**src/source/dec_pkg.sv**
```systemverilog
`default_nettype none

package dec_pkg;

   //**************************************************************************
   // widths
   //**************************************************************************
   localparam int XLEN         = 64;    // register width
   localparam int REG_AW       = 5;     // register address bits
   localparam int NUM_REGS     = 32;    // entries per file
   localparam int INSN_W       = 32;    // one retired instruction
   localparam int CAUSE_W      = 5;     // exception cause
   localparam int TRACE_PORTS  = 3;     // i0, i1, interrupt
   localparam int TRACE_INSN_W = TRACE_PORTS * INSN_W;
   localparam int TRACE_ADDR_W = TRACE_PORTS * XLEN;

   // operand source file, acts as the operand opcode
   typedef enum logic {
      SRC_INT = 1'b0,                   // integer file
      SRC_FP  = 1'b1                    // float file
   } src_file_e;

   //**************************************************************************
   // port structs
   //**************************************************************************
   typedef struct packed {
      logic              wen;           // slot writes back
      logic              is_fp;         // target is float file
      logic [REG_AW-1:0] waddr;
      logic [XLEN-1:0]   wdata;
   } wb_req_t;

   typedef struct packed {
      logic              wen;           // load data returned
      logic [REG_AW-1:0] waddr;
      logic [XLEN-1:0]   wdata;
   } nbl_req_t;

   typedef struct packed {
      logic              wen;
      logic [REG_AW-1:0] waddr;
      logic [XLEN-1:0]   wdata;
   } rf_wr_t;

   typedef struct packed {
      logic              rden;          // low returns zero
      logic [REG_AW-1:0] raddr;
   } rf_rd_t;

   typedef struct packed {
      logic              rs1_en;
      logic              rs2_en;
      logic [REG_AW-1:0] rs1;
      logic [REG_AW-1:0] rs2;
      src_file_e         rs1_file;
      src_file_e         rs2_file;
   } src_req_t;

   typedef struct packed {
      logic               i0_valid;     // slot 0 retired
      logic               i1_valid;     // slot 1 retired
      logic               i0_exc;       // slot 0 took exception
      logic               i1_exc;
      logic               int_valid;    // interrupt taken
      logic [INSN_W-1:0]  i0_insn;
      logic [INSN_W-1:0]  i1_insn;
      logic [XLEN-1:0]    i0_pc;
      logic [XLEN-1:0]    i1_pc;
      logic [CAUSE_W-1:0] cause;
      logic [XLEN-1:0]    tval;
   } retire_t;

   typedef struct packed {
      logic [TRACE_INSN_W-1:0] insn;    // slot 0 low, then slot 1
      logic [TRACE_ADDR_W-1:0] address; // pc per slot, bit 0 zero
      logic [TRACE_PORTS-1:0]  valid;
      logic [TRACE_PORTS-1:0]  exception;
      logic [CAUSE_W-1:0]      ecause;
      logic [TRACE_PORTS-1:0]  interrupt;
      logic [XLEN-1:0]         tval;
   } trace_pkt_t;

endpackage

`default_nettype wire

```
**src/source/dec_trace_pack.sv**
```systemverilog
`timescale 1ns/1ns
`default_nettype none

module dec_trace_pack (
   input  logic                  clk,
   input  logic                  arst_n_i,
   input  dec_pkg::retire_t      retire_i,     // retire info, this cycle
   output dec_pkg::trace_pkt_t   trace_o       // same info one cycle later
);

   logic [dec_pkg::TRACE_PORTS-1:0]  valid_d;
   logic [dec_pkg::TRACE_PORTS-1:0]  exc_d;
   logic [dec_pkg::TRACE_PORTS-1:0]  int_d;
   logic [dec_pkg::TRACE_PORTS-1:0]  valid_q;
   logic [dec_pkg::TRACE_PORTS-1:0]  exc_q;
   logic [dec_pkg::TRACE_PORTS-1:0]  int_q;
   logic [dec_pkg::TRACE_INSN_W-1:0] insn_q;
   logic [dec_pkg::TRACE_ADDR_W-1:0] addr_q;
   logic [dec_pkg::CAUSE_W-1:0]      ecause_q;
   logic [dec_pkg::XLEN-1:0]         tval_q;

   //**************************************************************************
   // per-port flags, bit 2 is the interrupt port
   //**************************************************************************
   assign valid_d = {retire_i.int_valid,
                     retire_i.i1_valid | retire_i.i1_exc,   // slot 1 incl. exception
                     retire_i.i0_valid | retire_i.i0_exc};
   assign exc_d   = {retire_i.int_valid, retire_i.i1_exc, retire_i.i0_exc};
   assign int_d   = {retire_i.int_valid, 2'b00};             // only top port

   always_ff @(posedge clk or negedge arst_n_i) begin
      if (!arst_n_i) begin
         valid_q <= '0;
         exc_q   <= '0;
         int_q   <= '0;
      end else begin
         valid_q <= valid_d;
         exc_q   <= exc_d;
         int_q   <= int_d;
      end
   end

   // payload, qualified by valid_q
   always_ff @(posedge clk) begin
      insn_q   <= {{dec_pkg::INSN_W{1'b0}}, retire_i.i1_insn, retire_i.i0_insn};
      addr_q   <= {{dec_pkg::XLEN{1'b0}},
                   retire_i.i1_pc[dec_pkg::XLEN-1:1], 1'b0,  // pc bit 0 forced low
                   retire_i.i0_pc[dec_pkg::XLEN-1:1], 1'b0};
      ecause_q <= retire_i.cause;
      tval_q   <= retire_i.tval;
   end

   assign trace_o = '{insn:      insn_q,
                      address:   addr_q,
                      valid:     valid_q,
                      exception: exc_q,
                      ecause:    ecause_q,
                      interrupt: int_q,
                      tval:      tval_q};

endmodule

`default_nettype wire

```
**config.mk**
```make
export PLATFORM = sky130hd
export DESIGN_NAME = dec_trace_pack
export DESIGN_NICKNAME = d
export VERILOG_FILES = /design/src/source/dec_pkg.sv /design/src/source/dec_trace_pack.sv
export SDC_FILE = /design/constraint.sdc
export NUM_CORES = 1
export LEC_CHECK = 0
export BUFFER_PORTS_ARGS = -buffer_cell sky130_fd_sc_hd__buf_2
export CAP_MARGIN = 10
export CELL_PAD_IN_SITES_DETAIL_PLACEMENT = 1
export CELL_PAD_IN_SITES_GLOBAL_PLACEMENT = 2
export CORE_AREA = 4 4 247 249
export DETAILED_ROUTE_END_ITERATION = 16
export DIE_AREA = 0 0 251 253
export GPL_TIMING_DRIVEN = 1
export HOLD_SLACK_MARGIN = 0.1
export PLACE_DENSITY_LB_ADDON = 0.1
export SYNTH_ARGS = -nofsm -noshare
export SYNTH_HDL_FRONTEND = slang
export SYNTH_SLANG_ARGS = --single-unit
```
**constraint.sdc**
```tcl
create_clock -name clk -period 1.55 [get_ports clk]
set_input_delay 0.0775 -clock clk [delete_from_list [all_inputs] [get_ports clk]]
set_output_delay 0.0775 -clock clk [all_outputs]
set_load 0.005 [all_outputs]
```
==> run summary <==
status = complete, no violations
Post-synth EDFFs = 0
Final Setup Violations = 0
Core Footprint = 0.0587 mm2
CTS HTree Levels = 2
gr ovfl total = 0
Synth area leaders = dfxtp_1 85%, buf_4 13%, dfrtp_1 2.1%
Die Width = 251 um
Clock Power Share = 48.1%
Yosys top cell by area = dfxtp_1
Sum Neg Setup Slack = 0 ps
initial core utilization = 10.4%
worst path cell trace = buf_2
largest net degree at the start of global routing = 12
RSZ-0062 raised after global routing = no
Synth top cells by count = 259 x dfxtp_1, 102 x buf_4, 5 x dfrtp_1, 2 x or2_1, 1 x conb_1
# nets final = 1468
Post-synth ARST share = 1.89%
Buffers & Inverters on Critical Path = 1
worst vdd ir = 0.718 mV
Mapped Area = 0.00609 mm2
synthesis-to-layout area growth = 115%
crit-path max cell delay = 400 ps
most common cell in the netlist = dfxtp_1
Comb pwr share = 8.8%
CP Capture Type = primary output
drt first pass iters = 4
Slowest cell on crit path = dfrtp_1
I/O Buffers = 531
Synth Warn # = 0
CTS tree = yes
fin. max-slew vios = 0
Routed WL = 30.4 mm
routability cong. = 0.703
Seq/Total Area, Yosys = 87.2%
WL per Instance = 15.2 um
Leak = 0.00631 uW
PD cells = 1280 mW/mm2
Pwr Total = 16800 uW
# hold bufs at CTS = 266
CTS Buf Count = 35
Post-DP HPWL = 24.5 mm
first-pass GRT wire length = 41.0 mm
Root Driver = clkbuf_16
final hold violation count = 0
die height = 253 um
FP Rows = 89
final non-filler cell total = 2000
crit start category = flip-flop
Die Area = 0.0635 mm2
Clock Path Buffers = 3
Setup Buffers After CTS = 0
antenna-violating nets left = 0
fmax = 0.874 GHz
CP arrival = 1070 ps
Clock Sinks = 264
Yosys reg bits = 264
WP data required = 1470 ps
Net Sw Frac = 22.7%
share of post-route cells with drive strength above 1 = 47.2%
Synth top area share = 85.1%
sequential power share = 43.1%
GRT Overall Usage = 8.85%
Ports = 634
vias per cell = 2.75
dpl cells = 1670
fin crit share = 73.8%
max-cap violations = 0
Clock transition at path regs = 60 ps
worst-path fanout max = 3
Avg Inst Size Synth = 16.5 um2
initial antenna violation count = 4
number of global-route vias before repair = 6068
cell internal pwr = 13000 uW
Mapped Cells = 369
DRC violations left = 0
Crit path max-delay family = flip-flops
critical path type = reg -> out
hold crit path type = in -> reg
DR iter-0 viols = 101
Netlist cell types = 5
switching power total = 3810 uW
via count = 5495
Tmin final = 1140 ps
Post-CTS Resized = 0
top_reg_cell synth = dfxtp_1
==> placed cells by master (no fill, tap or decap), drive strengths merged <==
cell	n
bufinv	3
dlygate4sd3	266
buf	531
dfxtp	259
clkinvlp	1
dfrtp	5
diode	3
or2	2
inv	3
clkinv	1
clkbuf	53
conb	100
==> final timing paths <==
kind	startpoint	cells after the start	slack, ps	end
setup / recovery	int_q[2]	1	410	trace_o[74]
hold / removal	retire_i[125]	2	170	addr_q[120]
max in group asynchronous	arst_n_i	3	850	valid_q[1]
min in group asynchronous	arst_n_i	3	490	int_q[2]
==> metrics by stage <==
stage / hold slack, ps / instance area [um2] / setup slack (ps) / utilization, %
after floorplan: -218 / 6460 / 958 / -
after global placement: -91.6 / 9320 / 954 / 15.9
after detailed placement: -96.1 / 9320 / 958 / 15.9
after CTS: 110 / 13100 / 350 / 22.4
after global routing: 128 / 13100 / 347 / 22.4
final: 169 / 13100 / 406 / 22.4
==> routing by layer <==
| metal | vias up | global-route usage, % | wire length (um) |
|---|---|---|---|
| li1 | 2605 | - | - |
| met1 | 2490 | 8.53 | 10200 |
| met2 | 352 | 16.7 | 16300 |
| met3 | 48 | 3.90 | 3130 |
| met4 | 0 | 3.15 | 794 |
| met5 | - | 0 | 0 |
==> power groups by stage <==
stage          registers, uW  logic (uW)  clock network [uW]
2_1_floorplan           7450         241                   0
3_3_place_gp            7370         930                   0
3_5_place_dp            7380         920                   0
4_1_cts                 7240        1510                8560
5_1_grt                 7270        1610                8820
6_report                7230        1470                8080
==> sequential cells by signal, summed over array words and instances (netlist names) <==
signal    flops
valid_q       2
int_q         1
tval_q       64
insn_q       64
addr_q      126
ecause_q      5
exc_q         2
==> area by class of cell <==
type	instances	area [um2]
Timing Repair Buffer	797	5320
Clock buffer	53	983
Multi-Input combinational cell	102	388
Antenna cell	3	7.51
Clock inverter	8	151
Fill cell	6759	45600
Tap cell	773	967
Sequential cell	264	5310
==> cell families (layout without fill, tap and decap cells) <==
| kind of cell | Yosys count | in the layout | synth area share (%) |
|---|---|---|---|
| AND/OR/NAND/NOR | 2 | 2 | 0.205 |
| flip-flops | 264 | 264 | 87.2 |
| other | 1 | 103 | 0.0616 |
| buffers and inverters | 102 | 858 | 12.6 |
Power figures use the tool's default switching activity.
