===== src/source/dec_pkg.sv =====
`default_nettype none

package dec_pkg;

   //**************************************************************************
   // widths
   //**************************************************************************
   localparam int XLEN         = 64;    // register width
   localparam int REG_AW       = 5;     // register address bits
   localparam int NUM_REGS     = 32;    // entries per file
   localparam int INSN_W       = 32;    // one retired instruction
   localparam int CAUSE_W      = 5;     // exception cause
   localparam int TRACE_PORTS  = 3;     // i0, i1, interrupt
   localparam int TRACE_INSN_W = TRACE_PORTS * INSN_W;
   localparam int TRACE_ADDR_W = TRACE_PORTS * XLEN;

   // operand source file, acts as the operand opcode
   typedef enum logic {
      SRC_INT = 1'b0,                   // integer file
      SRC_FP  = 1'b1                    // float file
   } src_file_e;

   //**************************************************************************
   // port structs
   //**************************************************************************
   typedef struct packed {
      logic              wen;           // slot writes back
      logic              is_fp;         // target is float file
      logic [REG_AW-1:0] waddr;
      logic [XLEN-1:0]   wdata;
   } wb_req_t;

   typedef struct packed {
      logic              wen;           // load data returned
      logic [REG_AW-1:0] waddr;
      logic [XLEN-1:0]   wdata;
   } nbl_req_t;

   typedef struct packed {
      logic              wen;
      logic [REG_AW-1:0] waddr;
      logic [XLEN-1:0]   wdata;
   } rf_wr_t;

   typedef struct packed {
      logic              rden;          // low returns zero
      logic [REG_AW-1:0] raddr;
   } rf_rd_t;

   typedef struct packed {
      logic              rs1_en;
      logic              rs2_en;
      logic [REG_AW-1:0] rs1;
      logic [REG_AW-1:0] rs2;
      src_file_e         rs1_file;
      src_file_e         rs2_file;
   } src_req_t;

   typedef struct packed {
      logic               i0_valid;     // slot 0 retired
      logic               i1_valid;     // slot 1 retired
      logic               i0_exc;       // slot 0 took exception
      logic               i1_exc;
      logic               int_valid;    // interrupt taken
      logic [INSN_W-1:0]  i0_insn;
      logic [INSN_W-1:0]  i1_insn;
      logic [XLEN-1:0]    i0_pc;
      logic [XLEN-1:0]    i1_pc;
      logic [CAUSE_W-1:0] cause;
      logic [XLEN-1:0]    tval;
   } retire_t;

   typedef struct packed {
      logic [TRACE_INSN_W-1:0] insn;    // slot 0 low, then slot 1
      logic [TRACE_ADDR_W-1:0] address; // pc per slot, bit 0 zero
      logic [TRACE_PORTS-1:0]  valid;
      logic [TRACE_PORTS-1:0]  exception;
      logic [CAUSE_W-1:0]      ecause;
      logic [TRACE_PORTS-1:0]  interrupt;
      logic [XLEN-1:0]         tval;
   } trace_pkt_t;

endpackage

`default_nettype wire


===== src/source/dec_operand_sel.sv =====
`timescale 1ns/1ns
`default_nettype none

module dec_operand_sel (
   input  dec_pkg::src_req_t                 src_i0_i,
   input  dec_pkg::src_req_t                 src_i1_i,
   input  logic                              rs3_en_i,      // fused op needs rs3
   input  logic [dec_pkg::REG_AW-1:0]        rs3_i,
   input  logic [dec_pkg::XLEN-1:0]          immed_i,
   output dec_pkg::rf_rd_t [3:0]             gpr_rd_o,
   output dec_pkg::rf_rd_t [3:0]             fpr_rd_o,
   input  logic [3:0][dec_pkg::XLEN-1:0]     gpr_rdata_i,
   input  logic [3:0][dec_pkg::XLEN-1:0]     fpr_rdata_i,
   output logic [dec_pkg::XLEN-1:0]          i0_rs1_o,
   output logic [dec_pkg::XLEN-1:0]          i0_rs2_o,
   output logic [dec_pkg::XLEN-1:0]          i1_rs1_o,
   output logic [dec_pkg::XLEN-1:0]          i1_rs2_o,
   output logic [dec_pkg::XLEN-1:0]          immed_or_rs3_o
);

   logic                              src_en   [4];   // per source, port order
   logic [dec_pkg::REG_AW-1:0]        src_addr [4];
   dec_pkg::src_file_e                src_file [4];
   logic [3:0][dec_pkg::XLEN-1:0]     operand;

   // flatten the two slots into port order
   always_comb begin
      src_en[0]   = src_i0_i.rs1_en;
      src_addr[0] = src_i0_i.rs1;
      src_file[0] = src_i0_i.rs1_file;
      src_en[1]   = src_i0_i.rs2_en;
      src_addr[1] = src_i0_i.rs2;
      src_file[1] = src_i0_i.rs2_file;
      src_en[2]   = src_i1_i.rs1_en;
      src_addr[2] = src_i1_i.rs1;
      src_file[2] = src_i1_i.rs1_file;
      src_en[3]   = src_i1_i.rs2_en;
      src_addr[3] = src_i1_i.rs2;
      src_file[3] = src_i1_i.rs2_file;
   end

   always_comb begin
      for (int p = 0; p < 4; p++) begin
         gpr_rd_o[p].rden  = src_en[p] && (src_file[p] == dec_pkg::SRC_INT);
         gpr_rd_o[p].raddr = src_addr[p];
         fpr_rd_o[p].rden  = src_en[p] && (src_file[p] == dec_pkg::SRC_FP);
         fpr_rd_o[p].raddr = src_addr[p];
         operand[p] = (src_file[p] == dec_pkg::SRC_FP) ? fpr_rdata_i[p] : gpr_rdata_i[p];
      end
      if (rs3_en_i) begin                       // rs3 takes float port 2
         fpr_rd_o[2].rden  = 1'b1;
         fpr_rd_o[2].raddr = rs3_i;
      end
   end

   assign i0_rs1_o       = operand[0];
   assign i0_rs2_o       = operand[1];
   assign i1_rs1_o       = operand[2];          // sees rs3 data when shared
   assign i1_rs2_o       = operand[3];
   assign immed_or_rs3_o = rs3_en_i ? fpr_rdata_i[2] : immed_i;

endmodule

`default_nettype wire


===== config.mk =====
export PLATFORM = sky130hd
export DESIGN_NAME = dec_operand_sel
export DESIGN_NICKNAME = d
export VERILOG_FILES = /design/src/source/dec_pkg.sv /design/src/source/dec_operand_sel.sv
export SDC_FILE = /design/constraint.sdc
export NUM_CORES = 1
export LEC_CHECK = 0
export ABC_AREA = 1
export BUFFER_PORTS_ARGS = -buffer_cell sky130_fd_sc_hd__buf_2
export CAP_MARGIN = 20
export CORE_AREA = 2 2 376 378
export DETAILED_ROUTE_END_ITERATION = 8
export DIE_AREA = 0 0 378 380
export PLACE_DENSITY = 0.33
export REMOVE_ABC_BUFFERS = 1
export SYNTH_ARGS = -nofsm -noshare
export SYNTH_HDL_FRONTEND = slang
export SYNTH_SLANG_ARGS = --single-unit
export TNS_END_PERCENT = 20

===== constraint.sdc =====
create_clock -name vclk -period 2.25
set_input_delay 0.45 -clock vclk [all_inputs]
set_output_delay 0.45 -clock vclk [all_outputs]
set_load 0.01 [all_outputs]

==> impl_metrics.toml, run 1 <==
[logic_synthesis]
synth_compound_area_share_pct = 0
synth_common_cells = "980 x nand2_1, 45 x buf_2, 39 x buf_4, 18 x buf_6, 7 x inv_1"
synth.top_cells.by_area = "nand2_1 82%, buf_4 6.6%, buf_2 5.1%"
syn-instance-count = 1098
yosysUniqueCellTypes = 7
yosysMostFrequentCell = "nand2_1"
netlist.area_leader.share_pct = 82.5
syn_area_per_cell_um2 = 4.06
ys_warn_count = 0
synthMuxAreaShare_pct = 0
seq_area_frac_synth_pct = 0
synth_xor_area_share_pct = 0
synth_fa_ha_area_share_pct = 0
synthSimpleGateAreaFrac_pct = 82.8
synth_top_family_by_area = "simple AND/OR/NAND/NOR gates"
synth.cell_area_mm2 = 0.00446
synth_top_area_cell = "nand2_1"

[cts]
cts_setup_buffers = 0
ctsResizeCount = 0
holdBufCountCts = 0

[detailed_routing]
highest_layer = "met5"
wl_met1_um = 31500
wl_met3_um = 12400
via_count = 10458
drtIter0Drc = 588
drc = 0
wirelength_um = 87000
viasPerCell = 2.71
wl_per_cell_um = 22.5
routed-wl-met2_um = 41000
ant_nets = 0
firstDrtPassIters = 5

[setup_path]
end_kind = "output port"
critPathKind = "in -> out"
crit_fanout = 17
cp-start-kind = "input pin"
critPathArrivalTime_ns = 1.48
critPathRequiredTime_ns = 1.80

[timing]
max_slew.worst_pin.slew_ns = 0.321
hold_ws_ns = 0.903
tns_ns = 0
min_period_over_period_pct = 85.9
period_needed_ns = 1.93
grt_setup_unrepaired = "no"
slew_headroom_pct = 78.6
finalSetupViolations = 0
setup_ws_ns = 0.318
timing.fmax_ghz = 0.517
final_max_slew_viol_count = 0
finalHoldViolations = 0

[global_routing]
gr-total-overflow = 0
grt_max_degree = 65
antenna_found_initial = 91
grt.total_usage_pct = 11.3
grt_pass1_vias = 10349
grt_pass1_wl_um = 106000

[min_path]
hold_depth = 0
hold_end = "gpr_rd_o[9]"
holdCritStartpoint = "src_i0_i[5]"
hold_class = "in -> out"

[power_and_ir_drop]
powerDensity_mw_per_mm2 = 219
peakVddDrop_mv = 0.0641
p_leak_nw = 6.90

[floorplanning]
die_h_um = 380
rows = 137
core_mm2 = 0.139
start_util_pct = 3.20
chipWidth_um = 378
dieArea_mm2 = 0.144
io_pins = 978

[run_status]
status = "complete, no violations"

[placed_design]
dp_hpwl_um = 81100
place.gp.congestion = 0.859
dpl-instance-area_mm2 = 0.0112
port_buffers = 933
dp_slack_ns = 0.205

[cells_and_area]
regArea_um2 = 0
syn2layout_area_growth_pct = 152
design_area_mm2 = 0.0112
layout-drive-gt1-share_pct = 49.4
clkbuf_count = 0
seq_cells = 0
final_nets = 2572

[job]
cap_viol_max_count = 0
power by group:
| part | internal (mW) | leakage, nW | switching (mW) | total [mW] |
|---|---|---|---|---|
| clock | 0.00000112 | 0.000133 | 0 | 0.00000112 |
| sequential | 0 | 0 | 0 | 0 |
| combinational | 0.946 | 6.90 | 1.52 | 2.46 |
| total | 0.946 | 6.90 | 1.52 | 2.46 |
final cells by class:
cell class / instances / area [µm²]
inverter: 12 / 47.5
tap: 1876 / 2350
timing repair buffer: 964 / 5080
multi-input combinational: 984 / 3690
fill: 16874 / 128000
antenna: 21 / 52.6
critical path: stages:
cell and delay [ns]:
buf_4 0.20, clkinv_2 0.20, buf_12 0.21, nand2_1 0.07, nand2_1 0.13, buf_2 0.20
cell families after synthesis:
| family | after synthesis |
|---|---|
| buffers and inverters | 114 |
| AND/OR/NAND/NOR | 984 |
worst max path at each step:
stage,start,to,slack [ns],cells after the start
floorplan,rs3_en_i,fpr_rd_o[12],0.60,3
global placement,src_i1_i[1],i1_rs1_o[26],0.22,6
detailed placement,src_i1_i[1],i1_rs1_o[26],0.20,6
CTS,src_i1_i[1],i1_rs1_o[26],0.20,6
global route,src_i1_i[1],i1_rs1_o[26],0.16,6
finish,src_i1_i[1],i1_rs1_o[26],0.32,6
routing by layer:
| metal | vias to the layer above | track usage, % |
|---|---|---|
| met1 | 4610 | 12.0 |
| met3 | 148 | 6.15 |
| met5 | - | 0.0674 |
| met2 | 699 | 20.0 |
| li1 | 4937 | - |
| met4 | 64 | 1.35 |
through the flow:
step / util (%) / instances / power (mW)
2_1_floorplan: - / 996 / 0.751
4_1_cts: 8.03 / 3836 / 2.55
3_3_place_gp: 8.03 / 3836 / 2.57
6_report: 8.06 / 3857 / 2.46
5_1_grt: 8.04 / 3845 / 2.70
3_5_place_dp: 8.03 / 3836 / 2.54
cell usage in the layout, fill, tap and decap left out:
cell type / instances
buf_12: 14
buf_2: 931
buf_4: 19
clkinv_2: 2
diode_2: 21
inv_1: 7
inv_2: 3
nand2_1: 980
nor2_1: 4
(Power assumes the default switching activity.)
==> inputs of run 2 (changes only) <==
- PLACE_DENSITY: 0.33 -> unset
- PLACE_DENSITY_LB_ADDON: unset -> 0.08
==> impl_metrics.toml, run 2 (same netlist as run 1, synthesis figures left out) <==
[timing]
hold_ws_ns = 0.900
period_needed_ns = 2.04
final_max_slew_viol_count = 0
min_period_over_period_pct = 90.8
setup_ws_ns = 0.207
finalSetupViolations = 0
max_slew.worst_pin.slew_ns = 0.397
timing.fmax_ghz = 0.489
finalHoldViolations = 0
grt_setup_unrepaired = "no"
tns_ns = 0
slew_headroom_pct = 73.5

[floorplanning]
dieArea_mm2 = 0.144
io_pins = 978
core_mm2 = 0.139
rows = 137
die_h_um = 380
chipWidth_um = 378
start_util_pct = 3.20

[run_status]
status = "complete, no violations"

[placed_design]
dp_hpwl_um = 71800
dp_slack_ns = 0.248
place.gp.congestion = 0.768
port_buffers = 933

[job]
cap_viol_max_count = 0

[detailed_routing]
wl_per_cell_um = 20.7
ant_nets = 0
firstDrtPassIters = 5
viasPerCell = 2.61
drc = 0
drtIter0Drc = 314
via_count = 10018
wirelength_um = 79400

[global_routing]
gr-total-overflow = 0
antenna_found_initial = 68
grt_pass1_wl_um = 98700
grt_pass1_vias = 10564
grt.total_usage_pct = 10.3
grt_max_degree = 67

[cells_and_area]
layout-drive-gt1-share_pct = 49.3
clkbuf_count = 0
final_common_cell = "nand2_1"
syn2layout_area_growth_pct = 149
post-route-util_pct = 7.97
nFillCells = 16924
final_cell_mix = "980 x nand2_1, 931 x buf_2, 18 x buf_4"
seq_cells = 0
final_nets = 2566
regArea_um2 = 0

[setup_path]
critPathKind = "in -> out"
crit_fanout = 57
slowest_stage = "nand2_1"
critPathRequiredTime_ns = 1.80
cpLargestDelayFamily = "buffers and inverters"
cp-start-kind = "input pin"
path_buf_inv = 3
slowest_delay_ns = 0.27
crit_path_cell_trace = "buf_2 > buf_12 > nand2_1 > nand2_1 > buf_2"
critPathArrivalTime_ns = 1.59
end_kind = "output port"

[cts]
ctsResizeCount = 0
cts_setup_buffers = 0
holdBufCountCts = 0

[power_and_ir_drop]
p_leak_nw = 6.85
peakVddDrop_mv = 0.0533
power_mw = 2.34
powerDensity_mw_per_mm2 = 211

[min_path]
hold_class = "in -> out"
==> run 2: cell count changes in the layout (fill, tap and decap cells not counted), sizes merged <==
cell / previous run / this run
diode: 21 / 12
buf: 964 / 958
==> run 2: worst paths after layout <==
path / endpoint / slack (ns) / start / cells after the start
worst min-delay path: gpr_rd_o[3] / 0.90 / src_i0_i[10] / 0
worst max-delay path: i0_rs2_o[54] / 0.21 / src_i0_i[0] / 5
==> run 2: stage by stage <==
step | instance area (µm²) | cells
after floorplan | 3740 | 996
after detailed placement | 11100 | 3830
final | 11100 | 3842
after global placement | 11100 | 3830
after CTS | 11100 | 3830
after global routing | 11100 | 3831
==> run 2: cell type report <==
cell class	count	area (µm²)	share of cell area, %
antenna	12	30.0	0.271
inverter	12	47.5	0.429
multi-input combinational	984	3690	33.3
tap	1876	2350	21.2
timing repair buffer	958	4970	44.8
==> run 2: per-layer routing <==
layer  wire, µm  vias to the layer above  GRT usage (%)
met5        550                        -          0.910
li1           -                     4914              -
met1      27100                     4317           9.86
met2      41200                      629           20.1
met3       8900                      102           4.71
met4       1580                       56           1.30
==> run 2: power breakdown <==
group          internal, mW  switching (mW)
Clock           0.000000722               0
Combinational         0.926            1.42
Sequential                0               0
